[src/source/scroll_pkg.sv]
// sizes and shared decode for the scroll layer
// all widths are fixed by the board, nothing here is meant to be tuned
package scroll_pkg;

    localparam int map_aw = 10;  // 32x32 tiles, 1024 entries
    localparam int rom_aw = 17;  // gfx rom word address
    localparam int rom_dw = 16;  // four planar 4bpp pixels per word
    localparam int pxl_w  = 8;   // palette + color index

    // one tile map entry, seen byte-wise by the cpu and field-wise by the renderer
    typedef union packed {
        struct packed {
            logic [7:0] hi;
            logic [7:0] lo;
        } cpu;
        struct packed {
            logic       prio_bit;  // top palette bit, used for priority
            logic       flip;      // horizontal mirror
            logic [2:0] pal;
            logic [2:0] code_hi;
            logic [7:0] code_lo;
        } gfx;
    } tile_attr_t;

    // planar rom word to packed nibbles, pixel 0 in the low nibble
    function automatic logic [rom_dw-1:0] planar_to_packed(input logic [rom_dw-1:0] w);
        logic [rom_dw-1:0] px;
        px = '0;
        for (int n = 0; n < 4; n++) begin
            px[4*n +: 4] = {w[n+12], w[n+8], w[n+4], w[n]};  // plane 3 is the msb
        end
        return px;
    endfunction

endpackage

[src/source/scroll_ifs.sv]
`timescale 1ns/1ps
// internal links of the scroll pipeline
// map_if carries the scrolled position and the tile map entry
// pix_if carries the per-group load strobe and tile attributes

interface map_if;
    import scroll_pkg::*;

    logic [8:0]        hscr;       // HPOS + scrhpos, with carry
    logic [8:0]        vscr;       // VPOS + scrvpos, with carry
    logic              phase0;     // first pixel of a four-pixel group
    logic [map_aw-1:0] scan_addr;  // renderer address into the tile map
    tile_attr_t        attr;       // registered map word

    modport pos   (output hscr, output vscr, output phase0, output scan_addr);
    modport map   (input scan_addr, output attr);
    modport fetch (input hscr, input vscr, input phase0, input attr);
endinterface


[src/source/scroll_pos.sv]
`timescale 1ns/1ps
// scrolled raster position, registered on pxl_cen
// one strobe of latency from HPOS/VPOS to hscr/vscr
// sums wrap at 9 bits, no clamping
module scroll_pos (
    input  logic       clk,
    input  logic       rst,
    input  logic       pxl_cen,
    input  logic [7:0] HPOS,
    input  logic [7:0] VPOS,
    input  logic [7:0] scrhpos,
    input  logic [7:0] scrvpos,
    map_if.pos         m
);

    logic [8:0] hsum;  // carry kept
    logic [8:0] vsum;

    assign hsum = {1'b0, HPOS} + {1'b0, scrhpos};
    assign vsum = {1'b0, VPOS} + {1'b0, scrvpos};

    always_ff @(posedge clk) begin
        if (rst) begin
            m.hscr   <= '0;
            m.vscr   <= '0;
            m.phase0 <= 1'b0;
        end else if (pxl_cen) begin
            m.hscr   <= hsum;  // bit 8 latched like the board does
            m.vscr   <= vsum;
            m.phase0 <= (HPOS[1:0] == 2'd0);  // group boundary
        end
    end

    // 16x16 tile under the scrolled pixel
    // vscr[8] and hscr[7] pick the map quadrant
    assign m.scan_addr = {m.vscr[8], m.hscr[7], m.vscr[7:4], m.hscr[7:4]};

endmodule

[src/flat_wrapper.sv]
// flat-port wrapper written by rule: the top's interface ports become plain ports
module scroll_pos_flat 
  (clk, rst, pxl_cen, HPOS, VPOS, scrhpos, scrvpos, m_hscr, m_vscr, m_phase0, m_scan_addr);
  map_if m_i ();
  input  logic clk;
  input  logic rst;
  input  logic pxl_cen;
  input  logic [7:0] HPOS;
  input  logic [7:0] VPOS;
  input  logic [7:0] scrhpos;
  input  logic [7:0] scrvpos;
  output wire logic [$bits(m_i.hscr)-1:0] m_hscr;
  output wire logic [$bits(m_i.vscr)-1:0] m_vscr;
  output wire logic [$bits(m_i.phase0)-1:0] m_phase0;
  output wire logic [$bits(m_i.scan_addr)-1:0] m_scan_addr;
  assign m_hscr = m_i.hscr;
  assign m_vscr = m_i.vscr;
  assign m_phase0 = m_i.phase0;
  assign m_scan_addr = m_i.scan_addr;
  scroll_pos u_core (.clk(clk), .rst(rst), .pxl_cen(pxl_cen), .HPOS(HPOS), .VPOS(VPOS), .scrhpos(scrhpos), .scrvpos(scrvpos), .m(m_i));
endmodule
[config.mk]
export PLATFORM = sky130hd
export DESIGN_NAME = scroll_pos_flat
export DESIGN_NICKNAME = d
export VERILOG_FILES = /design/src/source/scroll_pkg.sv /design/src/source/scroll_ifs.sv /design/src/source/scroll_pos.sv /design/src/flat_wrapper.sv
export SDC_FILE = /design/constraint.sdc
export NUM_CORES = 1
export LEC_CHECK = 0
export CORE_UTILIZATION = 25
export DETAILED_ROUTE_END_ITERATION = 8
export DONT_BUFFER_PORTS = 1
export GPL_TIMING_DRIVEN = 0
export SLEW_MARGIN = 20
export SYNTH_ARGS = -nofsm -noshare
export SYNTH_HDL_FRONTEND = slang
export SYNTH_SLANG_ARGS = --single-unit
[constraint.sdc]
create_clock -name clk -period 1.9 [get_ports clk]
set_input_delay 0.285 -clock clk [delete_from_list [all_inputs] [get_ports clk]]
set_output_delay 0.285 -clock clk [all_outputs]
set_load 0.02 [all_outputs]
==> flow_metrics.tcl <==
set metrics [dict create \
    cts_hold_buf 0 \
    final_common_cell "dfxtp_1" \
    detailed_place.area_mm2 0.00152 \
    grt_pass1_vias 1065 \
    grt_setup_unrepaired "false" \
    final_cell_mix "dfxtp_1 (19), ha_1 (16), buf_4 (12), nand2_1 (12), a21oi_1 (11)" \
    place_ws_ns 0.213 \
    maxSlewViolCount 0 \
    dr.pass1.iters 4 \
    netlist_instances 152 \
    tritoncts "done" \
    cts_buffers 3 \
    synthTopCellsByArea "dfxtp_1 (27%), ha_1 (14%), buf_4 (6.3%)" \
    yosysTopAreaCellShare 0.265 \
    fin_crit_ns 1.43 \
    synth_edf_count 0 \
    max-slew-margin-rel 0.686 \
    wl_mm 3.13 \
    dieArea_mm2 0.00604 \
    crit_fanout 3 \
    seq_area_frac_synth 0.265 \
    maxCapViolCount 0 \
    ys_ff_latch 19 \
    routed_via_density 4.74 \
    postSynthAreaPerCell_um2 9.43 \
    skew_ns 0 \
    fin_tns_setup_ns 0 \
    cts_setup_buffers 0 \
    drc 0 \
    fill_cells 585 \
    fin_crit_sh 0.752 \
    area_delta_synth_final_pct 9.42 \
    cts_resized 0 \
    status "completed" \
    die_w_um 77.7 \
    power_density_mw_per_mm2 740 \
    gr-total-overflow 0 \
    hpwl_mm 2.54 \
    drt_iter0_drc 21 \
    rows 27 \
    diodes 0 \
    crit_path_end_kind "register" \
    fin_nets 210 \
    grt_use_total 0.104 \
    fin_area_mm2 0.00157 \
    synth_nets 205 \
    netlist_area_mm2 0.00143 \
    numPortBuffers 0 \
    clock-sinks 19 \
    cp-start-kind "input port" \
    grt_pass1_wl_mm 4.93 \
    max_freq_mhz 700 \
    path_clk_slew_ns 0.07 \
    yosys_warnings 0 \
    finalHoldViolations 0 \
    async_reset_ff_frac 0 \
    cp_data_arrival_time_ns 1.61 \
    post_drt_wl_per_cell_um 13.7 \
    p_leak_nw 0.624 \
    start_util 0.260 \
    setup_ws_ns 0.471 \
    criticalPathCategory "input port to register" \
    clockRootBuffer "clkbuf_8" \
    clock_latency_ns 0.25 \
    vias 1081 \
    synth_top_area_cell "dfxtp_1" \
    clock_path_buffers 2 \
    fp.coreArea_mm2 0.00551 \
    dieHeight_um 77.7 \
    utilization 0.285 \
    finalSetupViolCount 0 \
    drive_gt1_frac 0.218 \
    worstMarginPinSlew_ns 0.471 \
    grt_max_degree 11 \
    antenna_left 0 \
    gp_congestion 0.699 \
    ys.flop_type "dfxtp_1" \
    min-delay-path-class "input port to register" \
    yosysUniqueCellTypes 36 \
    antenna_found_initial 0 \
    htree_levels 1 \
    boundaryPins 64 \
    required_ns 2.08 \
    ir_worst_vdd_v 0.000306 \
]
-- cell families (layout without fill, tap and decap cells) --
logic type	Yosys count	after routing	synth area share
muxes	8	8	0.0646
AOI/OAI and AO/OA	51	51	0.282
DFF	19	19	0.265
adders and majority gates	18	18	0.168
xor gates and xnor gates	8	8	0.0489
and+or+nand+nor	30	30	0.0916
buffers and inverters	18	22	0.0803
-- through the flow --
step / hold WS [ns] / power (W) / instances
after global placement: 0.504 / 0.000889 / 224
after floorplan: 0.497 / 0.000834 / 152
after detailed placement: 0.516 / 0.000893 / 224
final: 0.243 / 0.00116 / 228
after global routing: 0.239 / 0.00124 / 228
after CTS: 0.235 / 0.00118 / 228
-- final cells by class --
type	instances	area, um2	area share
Sequential cell	19	380	0.242
Inverter	3	11.3	0.00718
Tap cell	72	90.1	0.0574
Multi-Input combinational cell	115	938	0.598
Buffer	15	104	0.0662
Clock buffer	4	45.0	0.0287
-- critical path, stage by stage --
cell and delay, ns:
ha_1 0.23, fa_1 0.44, nand3_1 0.18, a31oi_4 0.12, o21a_1 0.19, o31ai_2 0.16
-- flip-flops by register name, indices dropped and copies added, names as in the netlist --
signal	flops
u_core.m.hscr	9
u_core.m.phase0	1
u_core.m.vscr	9
-- power by group --
| group | total, W | internal [W] | leakage, nW | switching (W) |
|---|---|---|---|---|
| Combinational | 0.000360 | 0.000164 | 0.444 | 0.000196 |
| Sequential | 0.000521 | 0.000439 | 0.157 | 0.0000825 |
| Clock | 0.000281 | 0.000149 | 0.0228 | 0.000132 |
-- routing by layer --
metal / GRT usage / vias to the layer above / wire length [um]
met5: 0 / - / 0
met4: 0.0113 / 0 / 0
met3: 0.0518 / 0 / 317
met2: 0.165 / 49 / 1300
met1: 0.130 / 474 / 1510
li1: - / 558 / -
-- synthesized netlist by cell type, drive strengths merged (2+ instances only) --
master and number:
a211oi 10, o21a 2, fa 2, a41oi 2
dfxtp 19, nor3 3, a21o 2, nand2 12
buf 14, nor2 12, mux2 4, o31ai 2
nand3 2, mux2i 4, a31oi 2, o32ai 2
a21oi 13, o211ai 2, o21bai 4, o21ai 8
xnor2 8, ha 16, o22ai 2, inv 3
-- worst paths after layout --
| kind | from | to | slack [ns] | cells after the start |
|---|---|---|---|---|
| setup / recovery | HPOS[0] | u_core.m.hscr[6] | 0.47 | 6 |
| hold / removal | HPOS[0] | u_core.m.phase0 | 0.24 | 3 |
| setup reg to reg | u_core.m.vscr[5] | u_core.m.vscr[5] | 0.85 | 3 |
| hold reg to reg | u_core.m.vscr[6] | u_core.m.vscr[6] | 0.58 | 2 |
(Power assumes the default switching activity.)
