==> src/source/scroll_pkg.sv <==
// sizes and shared decode for the scroll layer
// all widths are fixed by the board, nothing here is meant to be tuned
package scroll_pkg;

    localparam int map_aw = 10;  // 32x32 tiles, 1024 entries
    localparam int rom_aw = 17;  // gfx rom word address
    localparam int rom_dw = 16;  // four planar 4bpp pixels per word
    localparam int pxl_w  = 8;   // palette + color index

    // one tile map entry, seen byte-wise by the cpu and field-wise by the renderer
    typedef union packed {
        struct packed {
            logic [7:0] hi;
            logic [7:0] lo;
        } cpu;
        struct packed {
            logic       prio_bit;  // top palette bit, used for priority
            logic       flip;      // horizontal mirror
            logic [2:0] pal;
            logic [2:0] code_hi;
            logic [7:0] code_lo;
        } gfx;
    } tile_attr_t;

    // planar rom word to packed nibbles, pixel 0 in the low nibble
    function automatic logic [rom_dw-1:0] planar_to_packed(input logic [rom_dw-1:0] w);
        logic [rom_dw-1:0] px;
        px = '0;
        for (int n = 0; n < 4; n++) begin
            px[4*n +: 4] = {w[n+12], w[n+8], w[n+4], w[n]};  // plane 3 is the msb
        end
        return px;
    endfunction

endpackage

==> src/source/scroll_ifs.sv <==
`timescale 1ns/1ps
// internal links of the scroll pipeline
// map_if carries the scrolled position and the tile map entry
// pix_if carries the per-group load strobe and tile attributes

interface map_if;
    import scroll_pkg::*;

    logic [8:0]        hscr;       // HPOS + scrhpos, with carry
    logic [8:0]        vscr;       // VPOS + scrvpos, with carry
    logic              phase0;     // first pixel of a four-pixel group
    logic [map_aw-1:0] scan_addr;  // renderer address into the tile map
    tile_attr_t        attr;       // registered map word

    modport pos   (output hscr, output vscr, output phase0, output scan_addr);
    modport map   (input scan_addr, output attr);
    modport fetch (input hscr, input vscr, input phase0, input attr);
endinterface

interface pix_if;
    logic       load;   // pxl_cen wide pulse at phase 0
    logic [3:0] pal4;   // prio bit + palette
    logic       hflip;

    modport fetch (output load, output pal4, output hflip);
    modport shift (input load, input pal4, input hflip);
endinterface

==> src/source/tile_fetch.sv <==
`timescale 1ns/1ps
// tile decode and rom request, once per four-pixel group
// rom_addr holds for four strobes, the rom must answer in that window
// attr is read one clk after the scan address, so pxl_cen must not
// run on consecutive clks
module tile_fetch (
    input  logic                        clk,
    input  logic                        rst,
    input  logic                        pxl_cen,
    map_if.fetch                        m,
    pix_if.fetch                        p,
    output logic [scroll_pkg::rom_aw-1:0] rom_addr
);

    logic        fetch;     // group boundary strobe
    logic [10:0] code;      // 2048 tiles
    logic [1:0]  col_sel;   // 4-pixel column inside the tile
    logic [3:0]  row_sel;   // line inside the tile

    assign fetch = pxl_cen && m.phase0;
    assign p.load = fetch;  // shifter takes the previous rom word now

    assign code    = {m.attr.gfx.code_hi, m.attr.gfx.code_lo};
    assign col_sel = m.hscr[3:2] ^ {2{m.attr.gfx.flip}};  // mirrored column order
    assign row_sel = m.vscr[3:0];

    always_ff @(posedge clk) begin
        if (rst) begin
            rom_addr <= '0;
            p.pal4   <= '0;
            p.hflip  <= 1'b0;
        end else if (fetch) begin
            rom_addr <= {code, col_sel, row_sel};
            // palette and flip travel one group behind the address
            p.pal4   <= {m.attr.gfx.prio_bit, m.attr.gfx.pal};  // bit 3 is priority
            p.hflip  <= m.attr.gfx.flip;
        end
    end

endmodule

==> src/flat_wrapper.sv <==
// flat-port wrapper written by rule: the top's interface ports become plain ports
module tile_fetch_flat 
  (clk, rst, pxl_cen, rom_addr, m_hscr, m_vscr, m_phase0, m_attr, p_load, p_pal4, p_hflip);
  map_if m_i ();
  pix_if p_i ();
  input  logic clk;
  input  logic rst;
  input  logic pxl_cen;
  output logic [scroll_pkg::rom_aw-1:0] rom_addr;
  input wire logic [$bits(m_i.hscr)-1:0] m_hscr;
  input wire logic [$bits(m_i.vscr)-1:0] m_vscr;
  input wire logic [$bits(m_i.phase0)-1:0] m_phase0;
  input wire logic [$bits(m_i.attr)-1:0] m_attr;
  output wire logic [$bits(p_i.load)-1:0] p_load;
  output wire logic [$bits(p_i.pal4)-1:0] p_pal4;
  output wire logic [$bits(p_i.hflip)-1:0] p_hflip;
  assign m_i.hscr = m_hscr;
  assign m_i.vscr = m_vscr;
  assign m_i.phase0 = m_phase0;
  assign m_i.attr = m_attr;
  assign p_load = p_i.load;
  assign p_pal4 = p_i.pal4;
  assign p_hflip = p_i.hflip;
  tile_fetch u_core (.clk(clk), .rst(rst), .pxl_cen(pxl_cen), .m(m_i), .p(p_i), .rom_addr(rom_addr));
endmodule
==> config.mk <==
export PLATFORM = sky130hd
export DESIGN_NAME = tile_fetch_flat
export DESIGN_NICKNAME = d
export VERILOG_FILES = /design/src/source/scroll_pkg.sv /design/src/source/scroll_ifs.sv /design/src/source/tile_fetch.sv /design/src/flat_wrapper.sv
export SDC_FILE = /design/constraint.sdc
export NUM_CORES = 1
export LEC_CHECK = 0
export BUFFER_PORTS_ARGS = -buffer_cell sky130_fd_sc_hd__clkbuf_2
export CAP_MARGIN = 10
export CELL_PAD_IN_SITES_DETAIL_PLACEMENT = 0
export CELL_PAD_IN_SITES_GLOBAL_PLACEMENT = 1
export CORE_MARGIN = 5
export CORE_UTILIZATION = 33
export DETAILED_ROUTE_END_ITERATION = 16
export GPL_TIMING_DRIVEN = 0
export PLACE_DENSITY = 0.88
export SYNTH_ARGS = -nofsm -noshare
export SYNTH_HDL_FRONTEND = slang
export SYNTH_SLANG_ARGS = --single-unit
==> constraint.sdc <==
create_clock -name clk -period 1.7 [get_ports clk]
set_input_delay 0.255 -clock clk [delete_from_list [all_inputs] [get_ports clk]]
set_output_delay 0.255 -clock clk [all_outputs]
set_load 0.1 [all_outputs]
==> metrics <==
clk_lat worst skew 310 ps; critical path cell sequence clkbuf_2; minimum clock period 1400 ps; max_slew headroom 63.8%; drt wl/cell 12.6 µm; Routability Congestion 0.762; setup bufs post-CTS 0; Post-Syn Nets 139; Sink Count 22; Total GRT Usage 12.2%; R2R Path Start u_core.rom_addr[2]; Leak 0.599 nW; power share of the clock group 24.1%; VDD IR-drop max 0.324 mV; count of different cell masters after synthesis 12; Startpoint Class flop; Fin Setup TNS 0 ps; synthesis-stage register bit count 22; Placed Area 1340 µm²; Arrival @ worst endpoint 1140 ps; maximum root-to-sink buffer count 2; worst-margin pin slew 546 ps; outcome finished clean; synthesized instance count 101; Final Hold Fails 0; die area 4430 µm²; post_cts resized 0; Worst-path clk slew 120 ps; P_int 0.765 mW; DR vias 912; Setup-failing EPs final 0; Critical Path Sink Type output pin; Max Clock Freq 716 MHz; Die X 66.6 µm; slowest CP cell clkbuf_2; Worst path top cell family by delay buffers and inverters; average cell area after synthesis 10.5 µm²; hold slack 126 ps; htree depth 1; CTS tree yes; period utilisation layout 82.2%; RSZ-0062 raised after global routing no; Power Density 881 nW/µm²; Die Y 66.6 µm; CP startpoint u_core.rom_addr[2]; global-route wire length before repair 4.18 mm; root buffer cell clkbuf_4; # diodes 0; Reg area 440 µm²; cts bufs inserted 3; total wire length 2.46 mm; initial drt markers 52; vias per inst 4.68; gr ovfl total 0; max cap viols 0; vias in the first global route 907; sequential area share after synthesis 41.7%; num rows 20; CORE AREA 3050 µm²; worst hold path type in -> reg; DRC 0; CP bufs+invs 1; CP Class reg -> out; largest net degree at the start of global routing 13; share of cells above drive strength 1 54.3%; area grow syn2layout 30.5%; Critical Path Max Stage Delay 460 ps; IO Port Bufs 46; cell area after layout 1380 µm²; fin. max-slew vios 0; nets@finish 190; drt first pass iters 4; Ports 61; area occupied by multi-input gates 517 µm²; Fillers 306; Switching Power 0.448 mW; Seq pwr share 45.6%; origin of the worst min-delay path rst; initial core utilization 34.6%; mapped cell area 1060 µm²; cts hold-fix bufs 0; WP data required 1440 ps; Gate power share 30.4%; total power 1.21 mW; worst-path fanout max 2; Setup Skew 0 ps; YS warnings 0; hpwl dp 1.93 mm; initial antenna violation count 0; antenna-violating nets left 0; sw frac 36.9%
[power groups by stage]
stage / combinational, mW / clock [mW] / sequential (mW)
4_1_cts: 0.371 / 0.308 / 0.553
2_1_floorplan: 0.120 / 0 / 0.742
3_3_place_gp: 0.369 / 0 / 0.563
3_5_place_dp: 0.370 / 0 / 0.564
5_1_grt: 0.387 / 0.331 / 0.557
6_report: 0.369 / 0.292 / 0.553
[sequential cells by signal (all words and copies together) (netlist names)]
register / cells
u_core.p.hflip: 1
u_core.p.pal4: 4
u_core.rom_addr: 17
[synthesized netlist by cell type]
library cell / number / area, µm²
a211oi_1: 2 / 15.0
a21bo_1: 18 / 180
a21bo_2: 2 / 20.0
a21oi_1: 4 / 20.0
a21oi_2: 18 / 158
and2_1: 1 / 6.26
buf_2: 4 / 20.0
buf_4: 3 / 22.5
buf_6: 5 / 56.3
dfxtp_1: 22 / 440
nand3_1: 20 / 100
xnor2_1: 2 / 17.5
[path summary, 6_finish.rpt]
kind                                           end  slack [ps]  cells past startpoint
worst max-delay path                   rom_addr[2]         300                      1
worst min register to register  u_core.rom_addr[4]         530                      2
worst min-delay path            u_core.rom_addr[4]         130                      2
worst max register to register  u_core.rom_addr[2]         940                      2
[layer usage]
layer	wire length (µm)	GRT usage, %	vias to the layer above	part of all wire (%)
li1	-	-	459	-
met4	42	4.57	0	1.7
met2	1020	17.8	42	42
met3	238	3.54	6	9.7
met1	1160	16.7	405	47
met5	0	0	-	0
[metrics by stage]
step	util [%]	cells	setup WS, ps
after detailed placement	43.9	191	417
after global placement	43.9	191	432
after global routing	45.1	195	231
after CTS	45.1	195	283
final	45.1	195	303
after floorplan	-	101	223
[layout make-up]
type / count / area share (%)
multi-input combinational: 67 / 37.5
sequential: 22 / 32.0
timing repair buffer: 46 / 16.7
buffer: 12 / 7.18
tap: 44 / 4.00
clock buffer: 4 / 2.63
[logic make-up after synthesis]
kind of cell	count (synthesis)	synth area share, %
AO/OA/AOI/OAI	44	37.2
AND/OR/NAND/NOR	21	10.1
flip-flops	22	41.7
XOR/XNOR	2	1.66
buffers and inverters	12	9.36
[layout by cell type (no fill, tap or decap)]
master / netlist / routed
buf_2: 4 / 4
clkbuf_4: 0 / 3
and2_1: 1 / 1
buf_4: 3 / 3
a211oi_1: 2 / 2
a21oi_2: 18 / 18
xnor2_1: 2 / 2
a21bo_1: 18 / 18
a21bo_2: 2 / 2
clkbuf_8: 0 / 1
nand3_1: 20 / 20
a21oi_1: 4 / 4
clkbuf_2: 0 / 46
buf_6: 5 / 5
dfxtp_1: 22 / 22
(Power assumes the default switching activity.)
