### src/source/scroll_pkg.sv
// sizes and shared decode for the scroll layer
// all widths are fixed by the board, nothing here is meant to be tuned
package scroll_pkg;

    localparam int map_aw = 10;  // 32x32 tiles, 1024 entries
    localparam int rom_aw = 17;  // gfx rom word address
    localparam int rom_dw = 16;  // four planar 4bpp pixels per word
    localparam int pxl_w  = 8;   // palette + color index

    // one tile map entry, seen byte-wise by the cpu and field-wise by the renderer
    typedef union packed {
        struct packed {
            logic [7:0] hi;
            logic [7:0] lo;
        } cpu;
        struct packed {
            logic       prio_bit;  // top palette bit, used for priority
            logic       flip;      // horizontal mirror
            logic [2:0] pal;
            logic [2:0] code_hi;
            logic [7:0] code_lo;
        } gfx;
    } tile_attr_t;

    // planar rom word to packed nibbles, pixel 0 in the low nibble
    function automatic logic [rom_dw-1:0] planar_to_packed(input logic [rom_dw-1:0] w);
        logic [rom_dw-1:0] px;
        px = '0;
        for (int n = 0; n < 4; n++) begin
            px[4*n +: 4] = {w[n+12], w[n+8], w[n+4], w[n]};  // plane 3 is the msb
        end
        return px;
    endfunction

endpackage

### src/source/scroll_ifs.sv


interface pix_if;
    logic       load;   // pxl_cen wide pulse at phase 0
    logic [3:0] pal4;   // prio bit + palette
    logic       hflip;

    modport fetch (output load, output pal4, output hflip);
    modport shift (input load, input pal4, input hflip);
endinterface

### src/source/pixel_shifter.sv
`timescale 1ns/1ps
// rom word to pixel stream, four pixels per load
// rom_ok low at load gives a group of color 0 with the palette kept
// no back-pressure, a late rom is simply dropped
module pixel_shifter (
    input  logic                        clk,
    input  logic                        rst,
    input  logic                        pxl_cen,
    pix_if.shift                        p,
    input  logic [scroll_pkg::rom_dw-1:0] rom_data,
    input  logic                        rom_ok,
    output logic [scroll_pkg::pxl_w-1:0]  scr_pxl
);
    import scroll_pkg::*;

    logic [rom_dw-1:0] pk_word;   // packed nibbles of the incoming word
    logic [rom_dw-1:0] shift;     // pixels still to show
    logic [3:0]        pal_q;     // palette of the group on screen
    logic              hflip_q;
    logic [3:0]        first_px;
    logic [3:0]        next_px;

    assign pk_word = rom_ok ? planar_to_packed(rom_data) : '0;  // missing data is blank

    // flipped tiles start from the high nibble
    assign first_px = p.hflip ? pk_word[rom_dw-1 -: 4] : pk_word[3:0];
    assign next_px  = hflip_q ? shift[rom_dw-1 -: 4] : shift[3:0];

    always_ff @(posedge clk) begin
        if (rst) begin
            shift   <= '0;
            pal_q   <= '0;
            hflip_q <= 1'b0;
            scr_pxl <= '0;
        end else if (pxl_cen) begin
            if (p.load) begin
                // pal4/hflip still hold the previous group, matching rom_data
                scr_pxl <= {p.pal4, first_px};
                shift   <= p.hflip ? (pk_word << 4) : (pk_word >> 4);
                pal_q   <= p.pal4;
                hflip_q <= p.hflip;
            end else begin
                scr_pxl <= {pal_q, next_px};
                shift   <= hflip_q ? (shift << 4) : (shift >> 4);  // left when mirrored
            end
        end
    end

endmodule

### src/flat_wrapper.sv
// flat-port wrapper written by rule: the top's interface ports become plain ports
module pixel_shifter_flat import scroll_pkg::*;
  (clk, rst, pxl_cen, rom_data, rom_ok, scr_pxl, p_load, p_pal4, p_hflip);
  pix_if p_i ();
  input  logic clk;
  input  logic rst;
  input  logic pxl_cen;
  input  logic [scroll_pkg::rom_dw-1:0] rom_data;
  input  logic rom_ok;
  output logic [scroll_pkg::pxl_w-1:0] scr_pxl;
  input wire logic [$bits(p_i.load)-1:0] p_load;
  input wire logic [$bits(p_i.pal4)-1:0] p_pal4;
  input wire logic [$bits(p_i.hflip)-1:0] p_hflip;
  assign p_i.load = p_load;
  assign p_i.pal4 = p_pal4;
  assign p_i.hflip = p_hflip;
  pixel_shifter u_core (.clk(clk), .rst(rst), .pxl_cen(pxl_cen), .p(p_i), .rom_data(rom_data), .rom_ok(rom_ok), .scr_pxl(scr_pxl));
endmodule
### config.mk
export PLATFORM = sky130hd
export DESIGN_NAME = pixel_shifter_flat
export DESIGN_NICKNAME = d
export VERILOG_FILES = /design/src/source/scroll_pkg.sv /design/src/source/scroll_ifs.sv /design/src/source/pixel_shifter.sv /design/src/flat_wrapper.sv
export SDC_FILE = /design/constraint.sdc
export NUM_CORES = 1
export LEC_CHECK = 0
export BUFFER_PORTS_ARGS = -buffer_cell sky130_fd_sc_hd__buf_2
export CORE_ASPECT_RATIO = 1.75
export CORE_MARGIN = 4
export CORE_UTILIZATION = 30
export CTS_CLUSTER_SIZE = 30
export DETAILED_ROUTE_END_ITERATION = 7
export GPL_ROUTABILITY_DRIVEN = 1
export GPL_TIMING_DRIVEN = 0
export PLACE_DENSITY = 0.55
export SETUP_SLACK_MARGIN = 0.02
export SYNTH_ARGS = -nofsm -noshare
export SYNTH_HDL_FRONTEND = slang
export SYNTH_SLANG_ARGS = --single-unit
### constraint.sdc
create_clock -name clk -period 1.9 [get_ports clk]
set_input_delay 0.19 -clock clk [delete_from_list [all_inputs] [get_ports clk]]
set_output_delay 0.19 -clock clk [all_outputs]
set_load 0.02 [all_outputs]
==> flow_metrics.tcl, run 1 <==
set metrics [dict create \
    grt_start_max_net_pins 11 \
    synthesis.instances 153 \
    grt_setup_unrepaired "no" \
    async_reset_ff_share_pct 0 \
    synth_enable_flop_cells 0 \
    layout-drive-gt1-share_pct 33.16 \
    hold_viol_final 0 \
    worst_hold_path_type "input port to flop" \
    antennaDiodeCount 0 \
    critPathSlowestCell "dfxtp_1" \
    place.port_buffers 32 \
    global_route_wire_length_before_repair_mm 6.920 \
    synth.cell_area_um2 1508 \
    finalWorstSetupSlack_ps 552.7 \
    power.density_cell_area_nw_per_um2 751.1 \
    cts_num_sinks 29 \
    cts.reportedPaths.clkPinSlew_ps 60 \
    placement_rows 33 \
    design.core.area_um2 4790 \
    wirelength_mm 4.221 \
    drc_errors 0 \
    start_util_pct 31.48 \
    synthesis.nets 179 \
    first_global_vias 1358 \
    cts-root-buf "clkbuf_8" \
    outcome "finished clean" \
    critical_path.max_fanout 10 \
    fin_tns_setup_ps 0 \
    clock_skew_ps 4.989 \
    max_clock_freq_ghz 0.7422 \
    cp_cell_sequence "buf_6 -> buf_6 -> nor2_1 -> a22oi_1 -> a211oi_1" \
    final.min_clock_period_ps 1347 \
    layout.cells.most_common_list "buf_2, dfxtp_1, nor2_1" \
    gr-total-overflow 0 \
    layout.core_utilization_pct 37.85 \
    num_vias 1298 \
    cp.required_ps 2090 \
    firstDrtPassIters 4 \
    share_of_the_cycle_needed_by_the_critical_path_after_routing_pct 70.91 \
    timing_worst_slew_pin_value_ps 556.9 \
    die_outline_area_um2 6269 \
    cts-htree-levels 2 \
    tritoncts_clock_tree "built" \
    peakVddDrop_mv 0.6900 \
    synth-main-ff-cell "dfxtp_1" \
    yosysWarnings 0 \
    nets 218 \
    grt.total_usage_pct 15.46 \
    cts_made_buffers 5 \
    timing.final.max_slew_violations 0 \
    max-slew-margin-rel_pct 62.87 \
    clk_path_buf_depth 2 \
    antenna_violations_before_repair 0 \
    critical_path.endpoint_type "flop" \
    max-cap-violations 0 \
    die_y_um 101.8 \
    pin_count 34 \
    setup_viol 0 \
    cts_post_setup_buffers_inserted 0 \
    crit_arrival_ps 1540 \
    routabilityCongestion 0.8255 \
    viasPerCell 5.298 \
    ys_ff_latch 29 \
    synth-seq-area-share_pct 38.51 \
    post_cts_resized 0 \
    setup.worst_path.start_class "flop" \
    most_prevalent_standard_cell_on_the_critical_path "buf_6" \
    syn_avg_cell_area_um2 9.854 \
    critPathMaxStageDelay_ps 300 \
    worstSkewPairLatency_ps 280 \
    dpl_worst_slack_ps 411.9 \
    area_growth_pct 20.25 \
    post_drt_wl_per_cell_um 17.23 \
    route.antenna.remaining_nets 0 \
    die_width_um 61.59 \
    detailed_place_hpwl_mm 3.089 \
    path_class "flop to flop" \
    mostFrequentLayoutCell "buf_2" \
    synth.lib_cells_used.distinct 22 \
    static-leakage-power_uw 0.0007217 \
    number_of_hold_buffers_added_after_cts 0 \
    drt_iter0_markers 27 \
]
## critical path: cells and delay by family (launching register included)
family | cells | cell delay, ps
buf+inv | 2 | 280
compound gates | 2 | 380
flops | 1 | 300
simple gates | 1 | 290
## area by class of cell
type	instances	area, um^2
Fill cell	520	2977
Sequential cell	29	580.6
Clock buffer	8	80.08
Buffer	13	105.1
Timing Repair Buffer	32	160.2
Tap cell	52	65.06
Multi-Input combinational cell	111	822.0
## cell usage after synthesis (2+ instances only)
cell	number	area (um^2)
a22oi_1	4	30.03
a31oi_1	4	25.02
a211oi_1	8	60.06
nor2_1	22	82.58
buf_2	5	25.02
nand2_1	6	22.52
buf_6	4	45.04
mux2i_1	16	160.2
nor2b_1	5	31.28
dfxtp_1	29	580.6
mux2_2	7	78.83
a221o_1	12	120.1
a21oi_1	9	45.04
clkbuf_1	2	7.510
mux2_4	5	75.07
nand3_1	9	45.04
## registers in the layout, indices dropped and copies added, names as in the netlist
register,cells
u_core.hflip_q,1
u_core.shift,16
u_core.scr_pxl,8
u_core.pal_q,4
## power breakdown
part / leakage [uW] / switching [uW] / internal, uW
combinational: 0.000445 / 113 / 102
sequential: 0.000237 / 16.1 / 635
clock: 0.0000395 / 236 / 260
## stage by stage
stage	cells	area [um^2]	total power (uW)	hold WS [ps]
floorplan	153	1508	802.5	350.2
global placement	237	1733	880.2	444.7
detailed placement	237	1733	881.8	453.2
CTS	245	1813	1382	175.4
global route	245	1813	1423	182.1
finish	245	1813	1362	178.2
## path summary, 6_finish.rpt
path,from,to,slack [ps],depth (start not counted)
setup / recovery,u_core.hflip_q,u_core.shift[3],550,5
hold reg to reg,u_core.pal_q[3],u_core.pal_q[3],460,2
setup reg to reg,u_core.hflip_q,u_core.shift[3],550,5
hold / removal,rom_data[6],u_core.shift[13],180,3
## logic make-up after synthesis
group | Yosys count | share of synthesized area (%)
buffers and inverters | 13 | 6.971
flip-flops | 29 | 38.51
multiplexers | 28 | 20.83
AO/OA/AOI/OAI | 37 | 18.59
AND/OR/NAND/NOR | 46 | 15.10
## metal layers
metal	global-route usage, %	routed length [um]	vias up
met1	17.07	1666	625
met5	0	0	-
met2	26.88	2320	20
met4	7.026	94	0
li1	-	-	647
met3	3.571	139	6
(Power assumes the default switching activity.)
==> inputs of run 2 (changes only) <==
- ABC_AREA: default -> 1
- clock period: 1.9 -> 1.36 ns (I/O delays scaled with it)
==> run 2 against run 1 <==
  * Count of clock-buffer cells in the layout down 1
  * Fmax up 18%
  * Combinational power up 48%
==> flow_metrics.tcl, run 2 <==
set metrics [dict create \
    outcome "finished clean" \
    cts_num_sinks 29 \
    post_cts_resized 0 \
    cts-htree-levels 2 \
    synth.area.top_cells "dfxtp_1, nand2_1, nand3_1" \
    layout-drive-gt1-share_pct 18.31 \
    critPathMaxStageDelay_ps 310 \
    first_global_vias 1695 \
    synthesis.instances 247 \
    firstDrtPassIters 4 \
    cts-root-buf "clkbuf_8" \
    min_delay_worst_endpoint "u_core.pal_q[2]" \
    tritoncts_clock_tree "built" \
    placement_rows 34 \
    synth-main-ff-cell "dfxtp_1" \
    peakVddDrop_mv 0.7490 \
    share_of_the_cycle_needed_by_the_critical_path_after_routing_pct 84.27 \
    cp.required_ps 1580 \
    cts_made_buffers 5 \
    wirelength_mm 4.914 \
    ys_ff_latch 29 \
    design.core.area_um2 5020 \
    critical_path.top_delay_family "simple AND/OR/NAND/NOR gates" \
    synth.lib_cells_used.distinct 21 \
    crit_arrival_ps 1370 \
    reg2reg_from "u_core.hflip_q" \
    finalWorstSetupSlack_ps 213.9 \
    nets 310 \
    power_total_uw 1956 \
    synth.top_cells.by_count "nand2_1, nand3_1, dfxtp_1, nor2_1, o21ai_0" \
    setup.worst_path.start_class "flop" \
    timing.final.max_slew_violations 0 \
    hold_viol_final 0 \
    worst_hold_path_type "input port to flop" \
    cts_post_setup_buffers_inserted 0 \
    pin_count 34 \
    worst-r2r-setup-slack_ps 210 \
    whs_path_depth 3 \
    clock_skew_ps 4.252 \
    clk_path_buf_depth 2 \
    worst_r2r_endpoint "u_core.shift[8]" \
    critPathSlowestCell "dfxtp_1" \
    max-slew-margin-rel_pct 62.69 \
    timing_worst_slew_pin_value_ps 559.7 \
    fin_tns_setup_ps 0 \
    count_of_buffering_cells_on_the_critical_path_with_inverters_included 1 \
    layout_top_registers "u_core.shift: 16 flops, u_core.scr_pxl: 8 flops, u_core.pal_q: 4 flops" \
    syn_avg_cell_area_um2 6.383 \
    grt.total_usage_pct 15.63 \
    dpl_worst_slack_ps 47.33 \
    depth_of_the_most_critical_reg_to_reg_path 6 \
    die_y_um 103.9 \
    mostFrequentLayoutCell "nand2_1" \
    antennaDiodeCount 0 \
    area_growth_pct 19.44 \
    most_prevalent_standard_cell_on_the_critical_path "nor2_1" \
    max_clock_freq_ghz 0.8725 \
    number_of_hold_buffers_added_after_cts 0 \
    setup_viol 0 \
    drt_iter0_markers 72 \
    grt_setup_unrepaired "no" \
    drc_errors 0 \
    worstSkewPairLatency_ps 280 \
    power.density_cell_area_nw_per_um2 1039 \
    routabilityCongestion 0.8669 \
    die_outline_area_um2 6525 \
    max-cap-violations 0 \
    place.port_buffers 30 \
    die_width_um 62.80 \
    synth.top_cell.area_share_pct 36.83 \
    static-leakage-power_uw 0.0009102 \
    flip_flop_count_of_the_largest_register_after_layout 16 \
    critical_path.max_fanout 10 \
    layout.core_utilization_pct 37.51 \
    synth_enable_flop_cells 0 \
    registers.top_by_ff_count "u_core.shift" \
    gr-total-overflow 0 \
    cts.reportedPaths.clkPinSlew_ps 60 \
    antenna_violations_before_repair 0 \
    final.min_clock_period_ps 1146 \
    grt_start_max_net_pins 11 \
    most_frequent_cell_after_synthesis "nand2_1" \
    path_class "flop to flop" \
    post_drt_wl_per_cell_um 14.54 \
    synthesis.nets 273 \
    num_vias 1711 \
    synth_area_leader_cell "dfxtp_1" \
    synth-seq-area-share_pct 36.83 \
    start_util_pct 31.41 \
    async_reset_ff_share_pct 0 \
    viasPerCell 5.062 \
    critical_path.endpoint_type "flop" \
    layout.cells.most_common_list "nand2_1, nand3_1, buf_2" \
    global_route_wire_length_before_repair_mm 8.038 \
    detailed_place_hpwl_mm 3.643 \
    yosysWarnings 0 \
    hold_path_startpoint "p_pal4[2]" \
    cp_cell_sequence "buf_2 -> nor2_4 -> nand2_1 -> nand3_1 -> nor2_1 -> nor2_1" \
    synth.cell_area_um2 1577 \
    route.antenna.remaining_nets 0 \
]
==> run 2: per-layer routing <==
layer,global-route usage (%),wire length (um),share of wire (%)
met1,17.81,1932,39
met3,3.568,309,6.3
met4,6.161,73,1.5
met2,27.65,2599,53
met5,0,0,0
==> run 2: cell families after synthesis <==
logic type,count (synthesis),synth area share (%)
buf+inv,28,9.365
flops,29,36.83
compound gates,46,15.79
simple gates,144,38.02
==> run 2: layout make-up <==
class | instances | area, um^2
sequential | 29 | 580.6
fill | 585 | 3137
timing repair buffer | 30 | 150.1
tap | 54 | 67.56
inverter | 15 | 58.81
multi-input combinational | 190 | 850.8
clock buffer | 7 | 86.33
buffer | 13 | 88.84
==> run 2: per-stage QoR <==
| step | hold WS, ps | cell area (um^2) | instances |
|---|---|---|---|
| floorplan | 198.4 | 1577 | 247 |
| global placement | 412.0 | 1794 | 331 |
| detailed placement | 415.8 | 1794 | 331 |
| CTS | 121.1 | 1881 | 338 |
| global route | 132.6 | 1883 | 338 |
| finish | 123.2 | 1883 | 338 |
==> run 2: worst min-delay path: cells and delay by family <==
kind,cells,cell delay (ps)
buffers and inverters,1,100
and+or+nand+nor,1,70
AOI/OAI and AO/OA,1,60
==> run 2: power by group <==
part           leakage (uW)  switching (uW)  internal [uW]
clock network     0.0000443             317            401
registers          0.000238            27.6            893
logic              0.000628             205            114
==> run 2: worst max-delay path by stage <==
stage                         from               end  cells after the start
floorplan           u_core.hflip_q  u_core.shift[13]                      6
global placement               rst   u_core.shift[7]                      5
detailed placement             rst   u_core.shift[6]                      5
CTS                 u_core.hflip_q   u_core.shift[4]                      6
global route        u_core.hflip_q   u_core.shift[7]                      6
finish              u_core.hflip_q   u_core.shift[8]                      6
==> inputs of run 3 (changes only) <==
- clock period: 1.36 -> 1.15 ns (I/O delays scaled with it)
==> run 3 against run 2 <==
  * Worst hold slack worse by 19 ps
  * Global-route usage unchanged
  * Sequential share of layout area down 0.30 points
  * Clock skew about the same
  * Count of clock-buffer cells in the layout unchanged
  * Die area unchanged
  * Largest power group unchanged
  * First-iteration DRC count up 44%
  * Design area up 1.0%
  * Routed wire length up 1.9%
  * Clock power up 18%
  * Power up 19%
==> flow_metrics.tcl, run 3 (same netlist as run 2, synthesis figures left out) <==
set metrics [dict create \
    setup.worst_path.start_class "flop" \
    cts-root-buf "clkbuf_8" \
    max_clock_freq_ghz 0.9464 \
    critical_path.max_fanout 11 \
    cts_num_sinks 29 \
    layout.cells.most_common_list "nand2_1, nand3_1, buf_2" \
    routabilityCongestion 0.8669 \
    cp.required_ps 1370 \
    critPathMaxStageDelay_ps 310 \
    power.density_cell_area_nw_per_um2 1221 \
    most_prevalent_standard_cell_on_the_critical_path "nor2_1" \
    outcome "finished clean" \
    firstDrtPassIters 4 \
    multi_input_comb_area_um2 867.1 \
    grt.total_usage_pct 15.63 \
    die_width_um 62.80 \
    placement_rows 34 \
    clock_skew_ps 4.460 \
    num_vias 1725 \
    nets 311 \
    critical_path.top_delay_family "simple AND/OR/NAND/NOR gates" \
    cts-htree-levels 2 \
    first_global_vias 1697 \
    post_drt_wl_per_cell_um 14.77 \
    number_of_hold_buffers_added_after_cts 0 \
    registers.top_by_ff_count "u_core.shift" \
    cp_cell_sequence "buf_4 -> nor2_4 -> nand2_1 -> nand3_1 -> nor2_1 -> nor2_1" \
    place.port_buffers 30 \
    wirelength_mm 5.007 \
    count_of_buffering_cells_on_the_critical_path_with_inverters_included 1 \
    tritoncts_clock_tree "built" \
    max-slew-margin-rel_pct 61.89 \
    gr-total-overflow 0 \
    timing_worst_slew_pin_value_ps 571.7 \
    cts.reportedPaths.clkPinSlew_ps 60 \
    viasPerCell 5.088 \
    design.core.area_um2 5020 \
    setup_viol 0 \
    filler_cell_count 584 \
    antenna_violations_before_repair 0 \
    worst_hold_path_type "input port to flop" \
    critical_path.endpoint_type "flop" \
    antennaDiodeCount 0 \
    static-leakage-power_uw 0.0009144 \
    max-cap-violations 0 \
    clk_path_buf_depth 2 \
    path_class "flop to flop" \
    peakVddDrop_mv 0.8862 \
    critPathSlowestCell "dfxtp_1" \
    drt_iter0_markers 104 \
    timing.final.max_slew_violations 0 \
    grt_setup_unrepaired "no" \
    flip_flop_count_of_the_largest_register_after_layout 16 \
    drc_errors 0 \
    layout_top_registers "u_core.shift: 16 flops, u_core.scr_pxl: 8 flops, u_core.pal_q: 4 flops" \
    layout-drive-gt1-share_pct 18.60 \
    start_util_pct 31.41 \
    pin_count 34 \
    power_total_uw 2323 \
    area_growth_pct 20.63 \
    cts_made_buffers 5 \
    global_route_wire_length_before_repair_mm 8.045 \
    sequential_cell_area_um2 580.6 \
    final.min_clock_period_ps 1057 \
    grt_start_max_net_pins 11 \
    crit_arrival_ps 1280 \
    die_outline_area_um2 6525 \
    route.antenna.remaining_nets 0 \
    dpl_worst_slack_ps -141.7 \
    worstSkewPairLatency_ps 280 \
    detailed_place_hpwl_mm 3.643 \
    hold_viol_final 0 \
    die_y_um 103.9 \
    finalWorstSetupSlack_ps 93.41 \
    mostFrequentLayoutCell "nand2_1" \
    share_of_the_cycle_needed_by_the_critical_path_after_routing_pct 91.88 \
]
run 3: changes by cell type in the layout (fill, tap and decap cells not counted), sizes merged:
cell	previous run	this run
nor2	25	26
run 3: cell type report:
type                            instances  area share, %
Inverter                               15          3.092
Multi-Input combinational cell        191          45.59
Buffer                                 13          4.803
Clock buffer                            7          4.539
Tap cell                               54          3.553
Timing Repair Buffer                   30          7.895
Sequential cell                        29          30.53
run 3: worst register-to-register path, cell delays in order (launching register included):
cell and delay, ps:
dfxtp_1 310, buf_4 190, nor2_4 210, nand2_1 80
nand3_1 90, nor2_1 50, nor2_1 80
run 3: report_power, final:
part	leakage [uW]	switching [uW]	total (uW)	internal (uW)
Combinational	0.000632	250	388	138
Sequential	0.000238	33.2	1090	1060
Clock	0.0000443	372	845	474
run 3: through the flow:
step,instance area [um^2],TNS (ps),hold slack (ps),cells,utilization [%]
finish,1902,0,104.5,339,37.89
global route,1902,0,111.6,339,37.89
CTS,1883,0,100.1,338,37.51
detailed placement,1794,-832.4,394.8,331,35.74
global placement,1794,-874.9,391.0,331,35.74
floorplan,1577,0,177.4,247,-
run 3: routing by layer:
| layer | GRT usage, % | vias up | wire, um |
|---|---|---|---|
| li1 | - | 882 | - |
| met1 | 17.81 | 781 | 1956 |
| met2 | 27.65 | 55 | 2636 |
| met3 | 3.568 | 7 | 336 |
| met4 | 6.161 | 0 | 78 |
| met5 | 0 | - | 0 |
run 3: final timing paths:
| check | start | slack [ps] | to | cells after the start |
|---|---|---|---|---|
| worst max-delay path | u_core.hflip_q | 90 | u_core.shift[8] | 6 |
| worst min-delay path | p_pal4[2] | 100 | u_core.pal_q[2] | 3 |
| worst max register to register | u_core.hflip_q | 90 | u_core.shift[8] | 6 |
| worst min register to register | u_core.pal_q[2] | 460 | u_core.pal_q[2] | 2 |
run 3: timing repair:
action	in CTS	in global routing
cloned	0	1
pin swaps	1	1
setup endpoints to repair	7	12
setup buffers	0	0
resized for setup	1	4
